### config.mk
export PLATFORM = sky130hd
export DESIGN_NAME = store_issuer_flat
export DESIGN_NICKNAME = d
export VERILOG_FILES = /design/src/logic/lsu_store_pkg.sv /design/src/logic/sram_rd_if.sv /design/src/logic/store_job_if.sv /design/src/logic/store_issuer.sv /design/src/flat_wrapper.sv
export SDC_FILE = /design/constraint.sdc
export NUM_CORES = 1
export LEC_CHECK = 0
export ABC_AREA = 1
export BUFFER_PORTS_ARGS = -buffer_cell sky130_fd_sc_hd__buf_2
export CORE_MARGIN = 2
export CORE_UTILIZATION = 35
export DETAILED_ROUTE_END_ITERATION = 8
export PLACE_DENSITY_LB_ADDON = 0.3
export SYNTH_ARGS = -nofsm -noshare
export SYNTH_HDL_FRONTEND = slang
export SYNTH_SLANG_ARGS = --single-unit
### constraint.sdc
create_clock -name clk -period 6 [get_ports clk]
set_clock_uncertainty 0.15 [all_clocks]
set_input_delay 1.2 -clock clk [delete_from_list [all_inputs] [get_ports clk]]
set_output_delay 1.2 -clock clk [all_outputs]
set_load 0.05 [all_outputs]
### src/logic/lsu_store_pkg.sv
package lsu_store_pkg;

    localparam int LINE_W      = 128;
    localparam int BEAT_W      = 64;
    localparam int BUS_ADDR_W  = 16;
    localparam int SRAM_ADDR_W = 8;
    localparam int BEAT_IDX_W  = 5;
    // byte step between consecutive beats on the bus
    localparam int BEAT_BYTES  = 8;

    typedef logic [LINE_W-1:0]      line_t;
    typedef logic [BEAT_W-1:0]      beat_t;
    typedef logic [BUS_ADDR_W-1:0]  bus_addr_t;
    typedef logic [SRAM_ADDR_W-1:0] sram_addr_t;
    typedef logic [BEAT_IDX_W-1:0]  beat_idx_t;

    // owner of a read in flight
    typedef enum logic {src_issue, src_resend} req_src_e;

    typedef enum logic [1:0] {issue_idle, issue_sending, issue_waiting} issue_state_e;

    typedef enum logic [1:0] {resend_idle, resend_collecting, resend_retrying} resend_state_e;

    // two beats per line, even beat in the low half
    function automatic sram_addr_t beat_line(sram_addr_t base, beat_idx_t idx);
        return base + sram_addr_t'(idx >> 1);
    endfunction

    function automatic bus_addr_t beat_bus_addr(bus_addr_t base, beat_idx_t idx);
        return base + bus_addr_t'(idx) * bus_addr_t'(BEAT_BYTES);
    endfunction

endpackage

### src/logic/sram_rd_if.sv
`timescale 1ns/1ps

interface sram_rd_if;

    // request fields stay put until gnt
    logic                      req;
    lsu_store_pkg::sram_addr_t sram_addr;
    lsu_store_pkg::beat_idx_t  beat;
    lsu_store_pkg::bus_addr_t  bus_addr;
    logic                      gnt;

    modport requester (
        output req, sram_addr, beat, bus_addr,
        input  gnt
    );

    modport arbiter (
        input  req, sram_addr, beat, bus_addr,
        output gnt
    );

endinterface

### src/logic/store_job_if.sv
`timescale 1ns/1ps

interface store_job_if;

    logic                      start;
    lsu_store_pkg::bus_addr_t  bus_base;
    lsu_store_pkg::sram_addr_t sram_base;
    lsu_store_pkg::beat_idx_t  beats;
    logic                      done;

    modport issuer (
        output start, bus_base, sram_base, beats,
        input  done
    );

    modport tracker (
        input  start, bus_base, sram_base, beats,
        output done
    );

endinterface

### src/logic/store_issuer.sv
`timescale 1ns/1ps

module store_issuer #(
    parameter int MAX_BEATS = 32
) (
    input  logic                      clk,
    input  logic                      rst,
    input  logic                      cmd_valid,
    output logic                      cmd_ready,
    input  lsu_store_pkg::bus_addr_t  cmd_bus_addr,
    input  lsu_store_pkg::sram_addr_t cmd_sram_base,
    input  lsu_store_pkg::beat_idx_t  cmd_beats,
    store_job_if.issuer               job,
    sram_rd_if.requester              rd
);

    lsu_store_pkg::issue_state_e state;
    lsu_store_pkg::bus_addr_t    bus_base;
    lsu_store_pkg::sram_addr_t   sram_base;
    lsu_store_pkg::beat_idx_t    beats;
    lsu_store_pkg::beat_idx_t    idx;
    lsu_store_pkg::beat_idx_t    last_idx;
    logic                        start_q;
    logic                        accept;

    assign cmd_ready = (state == lsu_store_pkg::issue_idle);
    assign accept    = cmd_valid && cmd_ready;

    // a count of zero stands for a full MAX_BEATS job
    assign last_idx = (beats == '0) ? lsu_store_pkg::beat_idx_t'(MAX_BEATS - 1)
                                    : beats - 1'b1;

    always_ff @(posedge clk) begin
        if (rst) begin
            state   <= lsu_store_pkg::issue_idle;
            start_q <= 1'b0;
            idx     <= '0;
        end else begin
            start_q <= accept;
            case (state)
                lsu_store_pkg::issue_idle: begin
                    if (accept) begin
                        state <= lsu_store_pkg::issue_sending;
                        idx   <= '0;
                    end
                end
                lsu_store_pkg::issue_sending: begin
                    if (rd.gnt) begin
                        if (idx == last_idx) begin
                            state <= lsu_store_pkg::issue_waiting;
                        end else begin
                            idx <= idx + 1'b1;
                        end
                    end
                end
                lsu_store_pkg::issue_waiting: begin
                    // resend engine owns the job until done
                    if (job.done) begin
                        state <= lsu_store_pkg::issue_idle;
                    end
                end
                default: state <= lsu_store_pkg::issue_idle;
            endcase
        end
    end

    always_ff @(posedge clk) begin
        if (accept) begin
            bus_base  <= cmd_bus_addr;
            sram_base <= cmd_sram_base;
            beats     <= cmd_beats;
        end
    end

    assign job.start     = start_q;
    assign job.bus_base  = bus_base;
    assign job.sram_base = sram_base;
    assign job.beats     = beats;

    // first request waits out the start pulse
    assign rd.req       = (state == lsu_store_pkg::issue_sending) && !start_q;
    assign rd.beat      = idx;
    assign rd.sram_addr = lsu_store_pkg::beat_line(sram_base, idx);
    assign rd.bus_addr  = lsu_store_pkg::beat_bus_addr(bus_base, idx);

endmodule

### src/flat_wrapper.sv
// flat-port wrapper written by rule: the top's interface ports become plain ports
module store_issuer_flat 
#(
    parameter int MAX_BEATS = 32
)
  (clk, rst, cmd_valid, cmd_ready, cmd_bus_addr, cmd_sram_base, cmd_beats, job_start, job_bus_base, job_sram_base, job_beats, job_done, rd_req, rd_sram_addr, rd_beat, rd_bus_addr, rd_gnt);
  store_job_if job_i ();
  sram_rd_if rd_i ();
  input  logic clk;
  input  logic rst;
  input  logic cmd_valid;
  output logic cmd_ready;
  input  lsu_store_pkg::bus_addr_t cmd_bus_addr;
  input  lsu_store_pkg::sram_addr_t cmd_sram_base;
  input  lsu_store_pkg::beat_idx_t cmd_beats;
  output wire logic [$bits(job_i.start)-1:0] job_start;
  output wire logic [$bits(job_i.bus_base)-1:0] job_bus_base;
  output wire logic [$bits(job_i.sram_base)-1:0] job_sram_base;
  output wire logic [$bits(job_i.beats)-1:0] job_beats;
  input wire logic [$bits(job_i.done)-1:0] job_done;
  output wire logic [$bits(rd_i.req)-1:0] rd_req;
  output wire logic [$bits(rd_i.sram_addr)-1:0] rd_sram_addr;
  output wire logic [$bits(rd_i.beat)-1:0] rd_beat;
  output wire logic [$bits(rd_i.bus_addr)-1:0] rd_bus_addr;
  input wire logic [$bits(rd_i.gnt)-1:0] rd_gnt;
  assign job_start = job_i.start;
  assign job_bus_base = job_i.bus_base;
  assign job_sram_base = job_i.sram_base;
  assign job_beats = job_i.beats;
  assign job_i.done = job_done;
  assign rd_req = rd_i.req;
  assign rd_sram_addr = rd_i.sram_addr;
  assign rd_beat = rd_i.beat;
  assign rd_bus_addr = rd_i.bus_addr;
  assign rd_i.gnt = rd_gnt;
  store_issuer #(.MAX_BEATS(MAX_BEATS)) u_core (.clk(clk), .rst(rst), .cmd_valid(cmd_valid), .cmd_ready(cmd_ready), .cmd_bus_addr(cmd_bus_addr), .cmd_sram_base(cmd_sram_base), .cmd_beats(cmd_beats), .job(job_i), .rd(rd_i));
endmodule
==> qor.csv <==
metric;value;unit
relative slew slack;49.1;%
data arrival time of the critical path;2.39;ns
net count of the finished layout;356;
hold path start;u_core.state[0];
root buffer selected by CTS;sky130_fd_sc_hd__clkbuf_8;
Adder-Cell Fraction of Synth Area;8.60;%
fill cell total of the finished layout;551;
number of distinct library cells after synthesis;28;
Netlist Area Pre-Place;2070;µm²
Clock Pin Slew Worst Setup and Hold Paths;0.08;ns
relative area change from synthesis to final layout;30.4;%
number of global-route vias before repair;1622;
sum of overflow across all layers after global routing;0;
Overall Global Routing Usage;14.7;%
Port Buffer Count;94;
hpwl dp;3640;µm
type of origin of the critical path;register;
number of clock buffers inserted by TritonCTS;5;
Final GP Congestion;0.804;
flip-flop and latch count after synthesis;37;
DRT iter0 DRCs;75;
first element of the critical path;u_core.rd.beat[1];
first-pass GRT wire length;7250;µm
setup tns final;0;ns
Via density;4.43;
post-cts resize count;0;
Die Y-Extent;80.9;µm
required time reported for the critical path endpoint;4.65;ns
actual slew at the worst max-slew pin;0.762;ns
RR Startpoint;u_core.state[1];
area of the core region;5610;µm²
Achievable Freq;268;MHz
RSZ-0062 raised after global routing;false;
number of antenna violations at the first check in global routing;0;
total power;0.791;mW
drc violations;0;
total of endpoints with negative setup slack in the final report;0;
largest net degree at the start of global routing;17;
top library cells by usage in the layout, fill and taps aside;94 x sky130_fd_sc_hd__buf_2, 37 x sky130_fd_sc_hd__nand2_1, 29 x sky130_fd_sc_hd__edfxtp_1, 23 x sky130_fd_sc_hd__inv_1, 21 x sky130_fd_sc_hd__nand3_1;
htree depth;2;
worst hold path type;register to register;
Yosys Warn Count;0;
proportion of synthesized area in mux cells;0;%
static leakage;1.30;nW
Final Max Tran Viols;0;
standard-cell rows;27;
routed wire length;4580;µm
Final Hold Viols;0;
Compound-Gate Fraction of Synth Area;5.69;%
number of top-level pins;95;
net count after synthesis;257;
fraction of final layout cells sized beyond drive strength 1;39.0;%
Synth Area per Inst;9.84;µm²
Final Cycle Share;62.3;%
Worst VDD drop;0.000125;V
crit path time final;3.74;ns
count of maximum capacitance violations;0;
# clock sinks;37;
starting density of the core;36.9;%
TritonCTS clock tree;yes;
DR WL/cell;12.0;µm
gate count of the mapped netlist;210;
post-synthesis simple-gate area fraction;23.1;%
buffers inserted by post-CTS timing repair;0;
power per cell area;294;nW/µm²
most common cell after layout, fill and taps aside;sky130_fd_sc_hd__buf_2;
area enclosed by the die boundary;6540;µm²
via count;1692;
largest fanout of any net on the critical path;8;
DIE WIDTH;80.9;µm
Max Root-Sink Buffers;2;
Setup Crit Path Kind;register to primary output;
number of optimization iterations in the first detailed-route pass;4;
kind of end point of the critical path;primary output;
clk_lat worst skew;0.30;ns
total of hold buffers inserted after clock tree synthesis;0;
number of antenna repair diodes;0;
sequential fraction of the synthesis area;49.9;%
post-synthesis share of cell area spent on xor and xnor gates;6.78;%
Detail Route Antenna Nets;0;
combinational family with the most area after synthesis;simple AND/OR/NAND/NOR gates;
run status;complete, no violations;
==> sequential cells by signal (all words and copies together), names as in the netlist <==
register              flops
u_core.job.beats          5
u_core.job.bus_base      16
u_core.job.sram_base      8
u_core.job.start          1
u_core.rd.beat            5
u_core.state              2
==> final timing paths <==
path	slack, ns	endpoint	depth (start not counted)
max	2.26	rd_sram_addr[6]	7
min reg2reg	0.43	u_core.state[0]	3
min	0.43	u_core.state[0]	3
max reg2reg	3.72	u_core.rd.beat[1]	9
==> synth_stat cells, drive strengths merged <==
library cell,instances,area [µm²]
nand3,23,133
nand3b,2,15.0
xor2,10,87.6
a21oi,12,63.8
inv,27,101
nor3,2,20.0
dfxtp,8,160
buf,3,22.5
o21a,1,7.51
o31ai,1,7.51
nand4,2,12.5
o21ai,4,31.3
xnor2,6,52.6
o211ai,1,7.51
nand2,40,158
edfxtp,29,871
fa,2,40.0
nor2,26,139
ha,11,138
==> per-stage QoR <==
step           util [%]  area [µm²]  instances  hold WS, ns  worst slack [ns]
3_3_place_gp       46.6        2610        374        0.405              2.63
3_5_place_dp       46.6        2610        374        0.417              2.57
2_1_floorplan         -        2070        210        0.512              1.96
6_report           48.1        2700        382        0.427              2.26
4_1_cts            48.1        2700        382        0.429              2.23
5_1_grt            48.1        2700        382        0.455              2.08
==> where the power goes <==
group          total (mW)  leakage, nW  switching [mW]  internal [mW]
Combinational       0.302        0.913           0.229         0.0735
Clock               0.172       0.0388          0.0909         0.0806
Sequential          0.318        0.343          0.0198          0.298
Total               0.791         1.30           0.340          0.452
==> routing by layer <==
layer / vias to the layer above / global-route usage [%] / part of all wire [%]
li1: 895 / - / -
met3: 6 / 4.89 / 6.8
met2: 50 / 24.5 / 49
met1: 741 / 17.2 / 43
met5: - / 0 / 0
met4: 0 / 6.61 / 1.8
==> layout make-up <==
type	count	area [µm²]	area share [%]
repair buffers	95	478	17.7
clock buffers	6	72.6	2.69
well taps	72	90.1	3.34
clock inverters	2	11.3	0.418
inverters	27	101	3.76
multi-input cells	143	912	33.8
flip-flops and latches	37	1030	38.2
==> worst max-delay path: stages (launching register included) <==
cell                      delay (ns)
sky130_fd_sc_hd__dfxtp_1        0.55
sky130_fd_sc_hd__ha_1           0.23
sky130_fd_sc_hd__inv_1          0.05
sky130_fd_sc_hd__fa_1           0.40
sky130_fd_sc_hd__o21ai_0        0.30
sky130_fd_sc_hd__nand3_1        0.14
sky130_fd_sc_hd__xnor2_1        0.14
sky130_fd_sc_hd__buf_2          0.27
==> cell families after synthesis <==
group,count (synthesis)
xor+xnor,16
fa+ha+maj,13
compound gates,19
simple gates,95
buf+inv,30
flops,37
Note: power is estimated with default switching activity, not from simulation.
