==> src/logic/lsu_store_pkg.sv <==
package lsu_store_pkg;

    localparam int LINE_W      = 128;
    localparam int BEAT_W      = 64;
    localparam int BUS_ADDR_W  = 16;
    localparam int SRAM_ADDR_W = 8;
    localparam int BEAT_IDX_W  = 5;
    // byte step between consecutive beats on the bus
    localparam int BEAT_BYTES  = 8;

    typedef logic [LINE_W-1:0]      line_t;
    typedef logic [BEAT_W-1:0]      beat_t;
    typedef logic [BUS_ADDR_W-1:0]  bus_addr_t;
    typedef logic [SRAM_ADDR_W-1:0] sram_addr_t;
    typedef logic [BEAT_IDX_W-1:0]  beat_idx_t;

    // owner of a read in flight
    typedef enum logic {src_issue, src_resend} req_src_e;

    typedef enum logic [1:0] {issue_idle, issue_sending, issue_waiting} issue_state_e;

    typedef enum logic [1:0] {resend_idle, resend_collecting, resend_retrying} resend_state_e;

    // two beats per line, even beat in the low half
    function automatic sram_addr_t beat_line(sram_addr_t base, beat_idx_t idx);
        return base + sram_addr_t'(idx >> 1);
    endfunction

    function automatic bus_addr_t beat_bus_addr(bus_addr_t base, beat_idx_t idx);
        return base + bus_addr_t'(idx) * bus_addr_t'(BEAT_BYTES);
    endfunction

endpackage

==> src/logic/sram_rd_if.sv <==
`timescale 1ns/1ps

interface sram_rd_if;

    // request fields stay put until gnt
    logic                      req;
    lsu_store_pkg::sram_addr_t sram_addr;
    lsu_store_pkg::beat_idx_t  beat;
    lsu_store_pkg::bus_addr_t  bus_addr;
    logic                      gnt;

    modport requester (
        output req, sram_addr, beat, bus_addr,
        input  gnt
    );

    modport arbiter (
        input  req, sram_addr, beat, bus_addr,
        output gnt
    );

endinterface

==> src/logic/sram_arbiter.sv <==
`timescale 1ns/1ps

module sram_arbiter #(
    parameter int BUS_CREDITS = 4
) (
    input  logic                      clk,
    input  logic                      rst,
    sram_rd_if.arbiter                issue_rd,
    sram_rd_if.arbiter                resend_rd,
    output logic                      rd_en,
    output lsu_store_pkg::sram_addr_t rd_addr,
    input  lsu_store_pkg::line_t      rd_data,
    input  logic                      credit_ret,
    output logic                      wr_valid,
    output lsu_store_pkg::bus_addr_t  wr_addr,
    output lsu_store_pkg::beat_t      wr_data,
    output lsu_store_pkg::beat_idx_t  wr_beat
);

    localparam int CNT_W = $clog2(BUS_CREDITS + 1);

    logic [CNT_W-1:0]         credit_cnt;
    logic                     has_credit;
    logic                     grant;
    lsu_store_pkg::req_src_e  gnt_src;

    assign has_credit = (credit_cnt != '0);

    // resend engine wins over the issuer
    assign gnt_src = resend_rd.req ? lsu_store_pkg::src_resend : lsu_store_pkg::src_issue;

    assign resend_rd.gnt = resend_rd.req && has_credit;
    assign issue_rd.gnt  = issue_rd.req && !resend_rd.req && has_credit;
    assign grant         = resend_rd.gnt || issue_rd.gnt;

    // read launches in the grant cycle
    assign rd_en   = grant;
    assign rd_addr = (gnt_src == lsu_store_pkg::src_resend) ? resend_rd.sram_addr
                                                            : issue_rd.sram_addr;

    // one credit per granted read, one back per credit_ret
    always_ff @(posedge clk) begin
        if (rst) begin
            credit_cnt <= CNT_W'(BUS_CREDITS);
        end else if (grant && !credit_ret) begin
            credit_cnt <= credit_cnt - 1'b1;
        end else if (!grant && credit_ret) begin
            credit_cnt <= credit_cnt + 1'b1;
        end
    end

    always_ff @(posedge clk) begin
        if (rst) begin
            wr_valid <= 1'b0;
        end else begin
            wr_valid <= grant;
        end
    end

    // beat fields follow the read by one cycle
    always_ff @(posedge clk) begin
        if (grant) begin
            if (gnt_src == lsu_store_pkg::src_resend) begin
                wr_addr <= resend_rd.bus_addr;
                wr_beat <= resend_rd.beat;
            end else begin
                wr_addr <= issue_rd.bus_addr;
                wr_beat <= issue_rd.beat;
            end
        end
    end

    // odd beats sit in the upper half of the line
    assign wr_data = wr_beat[0] ? rd_data[lsu_store_pkg::BEAT_W +: lsu_store_pkg::BEAT_W]
                                : rd_data[0 +: lsu_store_pkg::BEAT_W];

endmodule

==> src/flat_wrapper.sv <==
// flat-port wrapper written by rule: the top's interface ports become plain ports
module sram_arbiter_flat 
#(
    parameter int BUS_CREDITS = 4
)
  (clk, rst, rd_en, rd_addr, rd_data, credit_ret, wr_valid, wr_addr, wr_data, wr_beat, issue_rd_req, issue_rd_sram_addr, issue_rd_beat, issue_rd_bus_addr, issue_rd_gnt, resend_rd_req, resend_rd_sram_addr, resend_rd_beat, resend_rd_bus_addr, resend_rd_gnt);
  sram_rd_if issue_rd_i ();
  sram_rd_if resend_rd_i ();
  input  logic clk;
  input  logic rst;
  output logic rd_en;
  output lsu_store_pkg::sram_addr_t rd_addr;
  input  lsu_store_pkg::line_t rd_data;
  input  logic credit_ret;
  output logic wr_valid;
  output lsu_store_pkg::bus_addr_t wr_addr;
  output lsu_store_pkg::beat_t wr_data;
  output lsu_store_pkg::beat_idx_t wr_beat;
  input wire logic [$bits(issue_rd_i.req)-1:0] issue_rd_req;
  input wire logic [$bits(issue_rd_i.sram_addr)-1:0] issue_rd_sram_addr;
  input wire logic [$bits(issue_rd_i.beat)-1:0] issue_rd_beat;
  input wire logic [$bits(issue_rd_i.bus_addr)-1:0] issue_rd_bus_addr;
  output wire logic [$bits(issue_rd_i.gnt)-1:0] issue_rd_gnt;
  input wire logic [$bits(resend_rd_i.req)-1:0] resend_rd_req;
  input wire logic [$bits(resend_rd_i.sram_addr)-1:0] resend_rd_sram_addr;
  input wire logic [$bits(resend_rd_i.beat)-1:0] resend_rd_beat;
  input wire logic [$bits(resend_rd_i.bus_addr)-1:0] resend_rd_bus_addr;
  output wire logic [$bits(resend_rd_i.gnt)-1:0] resend_rd_gnt;
  assign issue_rd_i.req = issue_rd_req;
  assign issue_rd_i.sram_addr = issue_rd_sram_addr;
  assign issue_rd_i.beat = issue_rd_beat;
  assign issue_rd_i.bus_addr = issue_rd_bus_addr;
  assign issue_rd_gnt = issue_rd_i.gnt;
  assign resend_rd_i.req = resend_rd_req;
  assign resend_rd_i.sram_addr = resend_rd_sram_addr;
  assign resend_rd_i.beat = resend_rd_beat;
  assign resend_rd_i.bus_addr = resend_rd_bus_addr;
  assign resend_rd_gnt = resend_rd_i.gnt;
  sram_arbiter #(.BUS_CREDITS(BUS_CREDITS)) u_core (.clk(clk), .rst(rst), .issue_rd(issue_rd_i), .resend_rd(resend_rd_i), .rd_en(rd_en), .rd_addr(rd_addr), .rd_data(rd_data), .credit_ret(credit_ret), .wr_valid(wr_valid), .wr_addr(wr_addr), .wr_data(wr_data), .wr_beat(wr_beat));
endmodule
==> config.mk <==
export PLATFORM = sky130hd
export DESIGN_NAME = sram_arbiter_flat
export DESIGN_NICKNAME = d
export VERILOG_FILES = /design/src/logic/lsu_store_pkg.sv /design/src/logic/sram_rd_if.sv /design/src/logic/sram_arbiter.sv /design/src/flat_wrapper.sv
export SDC_FILE = /design/constraint.sdc
export NUM_CORES = 1
export LEC_CHECK = 0
export BUFFER_PORTS_ARGS = -buffer_cell sky130_fd_sc_hd__clkbuf_2
export CAP_MARGIN = 20
export CORE_AREA = 5 5 108 110
export DETAILED_ROUTE_END_ITERATION = 8
export DIE_AREA = 0 0 113 115
export GPL_TIMING_DRIVEN = 0
export SYNTH_ARGS = -nofsm -noshare
export SYNTH_HDL_FRONTEND = slang
export SYNTH_SLANG_ARGS = --single-unit
export TNS_END_PERCENT = 100
==> constraint.sdc <==
create_clock -name clk -period 3.95 [get_ports clk]
set_input_delay 0.5925 -clock clk [delete_from_list [all_inputs] [get_ports clk]]
set_output_delay 0.5925 -clock clk [all_outputs]
set_load 0.05 [all_outputs]
==> impl_metrics.py <==
metrics = {
    "synthesis": {
        "ys_ff_latch": 25,
        "synth_area_leaders": "mux2_2 51%, edfxtp_1 31%, buf_6 5.6%, dfxtp_1 4.0%, mux2_1 1.1%",
        "yosys.area.top_type": "mux2_2",
        "post_synth.cell_area_avg_um2": 13.38,
        "ys_types": 17,
        "yosys_warnings": 0,
        "synth_area_mm2": 0.002007,
        "yosysSeqAreaShare": 0.3541,
        "synth_nets": 343,
        "syn_inst": 150,
        "synthDominantCellAreaShare": 0.5106,
    },
    "critical_path": {
        "cpLargestDelayFamily": "simple AND/OR/NAND/NOR gates",
        "worstSetupPathType": "in2reg",
        "timing.rr.start": "u_core.credit_cnt[0]",
        "crit_chain": "clkbuf_2 -> buf_6 -> nor2_1 -> nor2_2 -> ha_1 -> inv_1 -> fa_1 -> xor2_1 -> o21ai_1 -> or3b_1",
        "crit_arrival_ps": 2710,
        "worstSetupStartpointType": "primary input",
        "worst-path-buf-inv": 3,
        "r2r-end": "u_core.credit_cnt[2]",
        "worstSetupEndpointType": "flip-flop",
        "ff2ff_setup_slack_ps": 1620,
        "rr_worst_depth": 8,
        "required_ps": 4110,
        "crit_slowest_cell": "fa_1",
        "critPathMaxStageDelay_ps": 430,
        "worstPathMaxFanout": 10,
    },
    "clock_tree": {
        "cts_buffers": 3,
        "htreeDepth": 1,
        "cts_sinks": 25,
        "root_buffer": "clkbuf_8",
        "cts_setup_buffers": 0,
        "clkLatencyLatePin_ps": 270,
        "hold_buffers": 0,
        "cts_resized": 0,
        "cts_tree": "done",
        "cts_buffer_depth": 2,
        "clk_pin_slew_ps": 90,
    },
    "worst_hold_path": {
        "worstHoldStart": "rst",
        "hold_path.class": "in2reg",
        "holdPathStages": 2,
        "whs_endpoint": "u_core.credit_cnt[0]",
    },
    "power": {
        "powerDensity_mw_per_mm2": 448.0,
        "leakage_uw": 0.001949,
        "p_comb_frac": 0.677,
        "clkPwrFrac": 0.096,
        "net-switching-power_uw": 883.7,
        "sw_frac_of_total": 0.5361,
        "peakVddDrop_mv": 0.1855,
        "seqPwrFrac": 0.227,
        "power.internal_uw": 764.7,
    },
    "floorplan": {
        "fp.dieW_um": 113,
        "start_util": 0.1893,
        "dieArea_mm2": 0.01300,
        "die_y_um": 115,
        "top_level_ports": 288,
        "std_cell_rows": 38,
        "core_area_mm2": 0.01060,
    },
    "layout": {
        "insertedDiodeCount": 0,
        "drive_above_1_share": 0.8934,
        "final_cell_area_mm2": 0.003680,
        "final_util": 0.3471,
        "seq_area_um2": 710.7,
        "fin_cells": 581,
        "multiInputGateArea_mm2": 0.001166,
        "fillerInstances": 1084,
        "area_growth_pct": 83.35,
        "nets": 635,
    },
    "detailed_routing": {
        "drt_first_pass_iters": 4,
        "routed_wl_um": 9841,
        "via_per_inst": 4.096,
        "vias": 2380,
        "ant_nets": 0,
        "drt_iter0_drc": 110,
        "drc_errors": 0,
        "wl_per_cell_um": 16.94,
    },
    "place": {
        "port_buffers": 286,
        "place_hpwl_um": 9128,
        "place.gp.congestion": 0.9803,
        "dp_cells": 577,
        "dpl_cell_area_mm2": 0.003631,
    },
    "timing": {
        "skew_ps": 4.137,
        "drv_slew": 0,
        "finalSetupViolCount": 0,
        "fin_setup_tns_ps": 0,
        "worst_slew_pin_slew_ps": 496.3,
        "fin_crit_ps": 2547,
        "slew_headroom": 0.6666,
        "hold_viol_final": 0,
        "min_period_over_period": 0.6449,
        "rsz0062_at_grt": "false",
        "timing.fmax_ghz": 0.3925,
    },
    "global_routing": {
        "grt_pass1_wl_um": 14240,
        "grt_overflow": 0,
        "grt_usage": 0.1409,
        "grt_pass1_vias": 2638,
        "grt_max_degree": 19,
        "antenna_found_initial": 0,
    },
    "run": {
        "maxCapViolCount": 0,
    },
    "run_status": {
        "status": "finished, final reports clean",
    },
}
how the worst max path moves through the flow:
stage,start,endpoint,cells past startpoint
floorplan,resend_rd_req,u_core.credit_cnt[2],10
global placement,resend_rd_req,u_core.credit_cnt[2],10
detailed placement,resend_rd_req,u_core.credit_cnt[2],10
CTS,resend_rd_req,u_core.credit_cnt[2],10
global route,resend_rd_req,u_core.credit_cnt[2],10
finish,resend_rd_req,u_core.credit_cnt[2],10
per-stage QoR:
step           total power (uW)  setup slack (ps)  hold slack (ps)
2_1_floorplan              1204             493.4            481.5
3_5_place_dp               1509              1076            539.2
3_3_place_gp               1493             486.6            505.0
6_report                   1648              1403            531.9
4_1_cts                    1671              1371            535.5
5_1_grt                    1734              1211            559.6
power by group through the flow:
stage                     Combinational (uW)  Clock (uW)  Sequential, uW
final                                   1120         159             374
after global routing                    1180         178             381
after CTS                               1130         164             376
after detailed placement                1130           0             381
after global placement                  1110           0             380
after floorplan                          671           0             533
registers in the layout, summed over array words and instances, names as in the netlist:
name and flops:
u_core.credit_cnt 3, u_core.wr_valid 1, u_core.wr_beat 5, u_core.wr_addr 16
area by class of cell:
type | count | share of cell area
tap | 140 | 0.04760
buffer | 11 | 0.03196
clock buffer | 3 | 0.01122
clock inverter | 1 | 0.002040
sequential | 25 | 0.1931
multi-input combinational | 110 | 0.3169
timing repair buffer | 287 | 0.3931
inverter | 4 | 0.004080
layout by cell type (no fill, tap or decap), drive strengths merged:
| cell | netlist | layout |
|---|---|---|
| clkbuf | 1 | 290 |
| mux2 | 93 | 93 |
| edfxtp | 21 | 21 |
| buf | 10 | 11 |
| nor2 | 5 | 5 |
| inv | 4 | 4 |
| dfxtp | 4 | 4 |
| nor3 | 3 | 3 |
| xor2 | 2 | 2 |
| nor2b | 1 | 1 |
| nor3b | 1 | 1 |
| o21ai | 1 | 1 |
| or3b | 1 | 1 |
| a21oi | 1 | 1 |
| fa | 1 | 1 |
| ha | 1 | 1 |
| clkinvlp | 0 | 1 |
cells in the mapped netlist:
cell	number
mux2_2	91
edfxtp_1	21
buf_6	10
nor2_1	5
dfxtp_1	4
inv_1	4
nor3_1	3
mux2_1	2
xor2_1	2
a21oi_1	1
clkbuf_2	1
fa_1	1
ha_1	1
nor2b_1	1
nor3b_1	1
o21ai_1	1
or3b_1	1
per-layer routing:
| metal | share of wire | track usage | vias to the layer above |
|---|---|---|---|
| met1 | 0.39 | 0.1728 | 1083 |
| met2 | 0.49 | 0.2504 | 155 |
| li1 | - | - | 1140 |
| met3 | 0.11 | 0.04053 | 2 |
| met5 | 0 | 0 | - |
| met4 | 0.0039 | 0.02244 | 0 |
cell families (layout without fill, tap and decap cells):
group,count (synthesis),count (layout),synth area share
mux,93,93,0.5218
flops,25,25,0.3541
buf+inv,15,306,0.06608
simple gates,11,11,0.02806
fa+ha+maj,2,2,0.01621
compound gates,2,2,0.004983
xor+xnor,2,2,0.008730
Power figures use the tool's default switching activity.
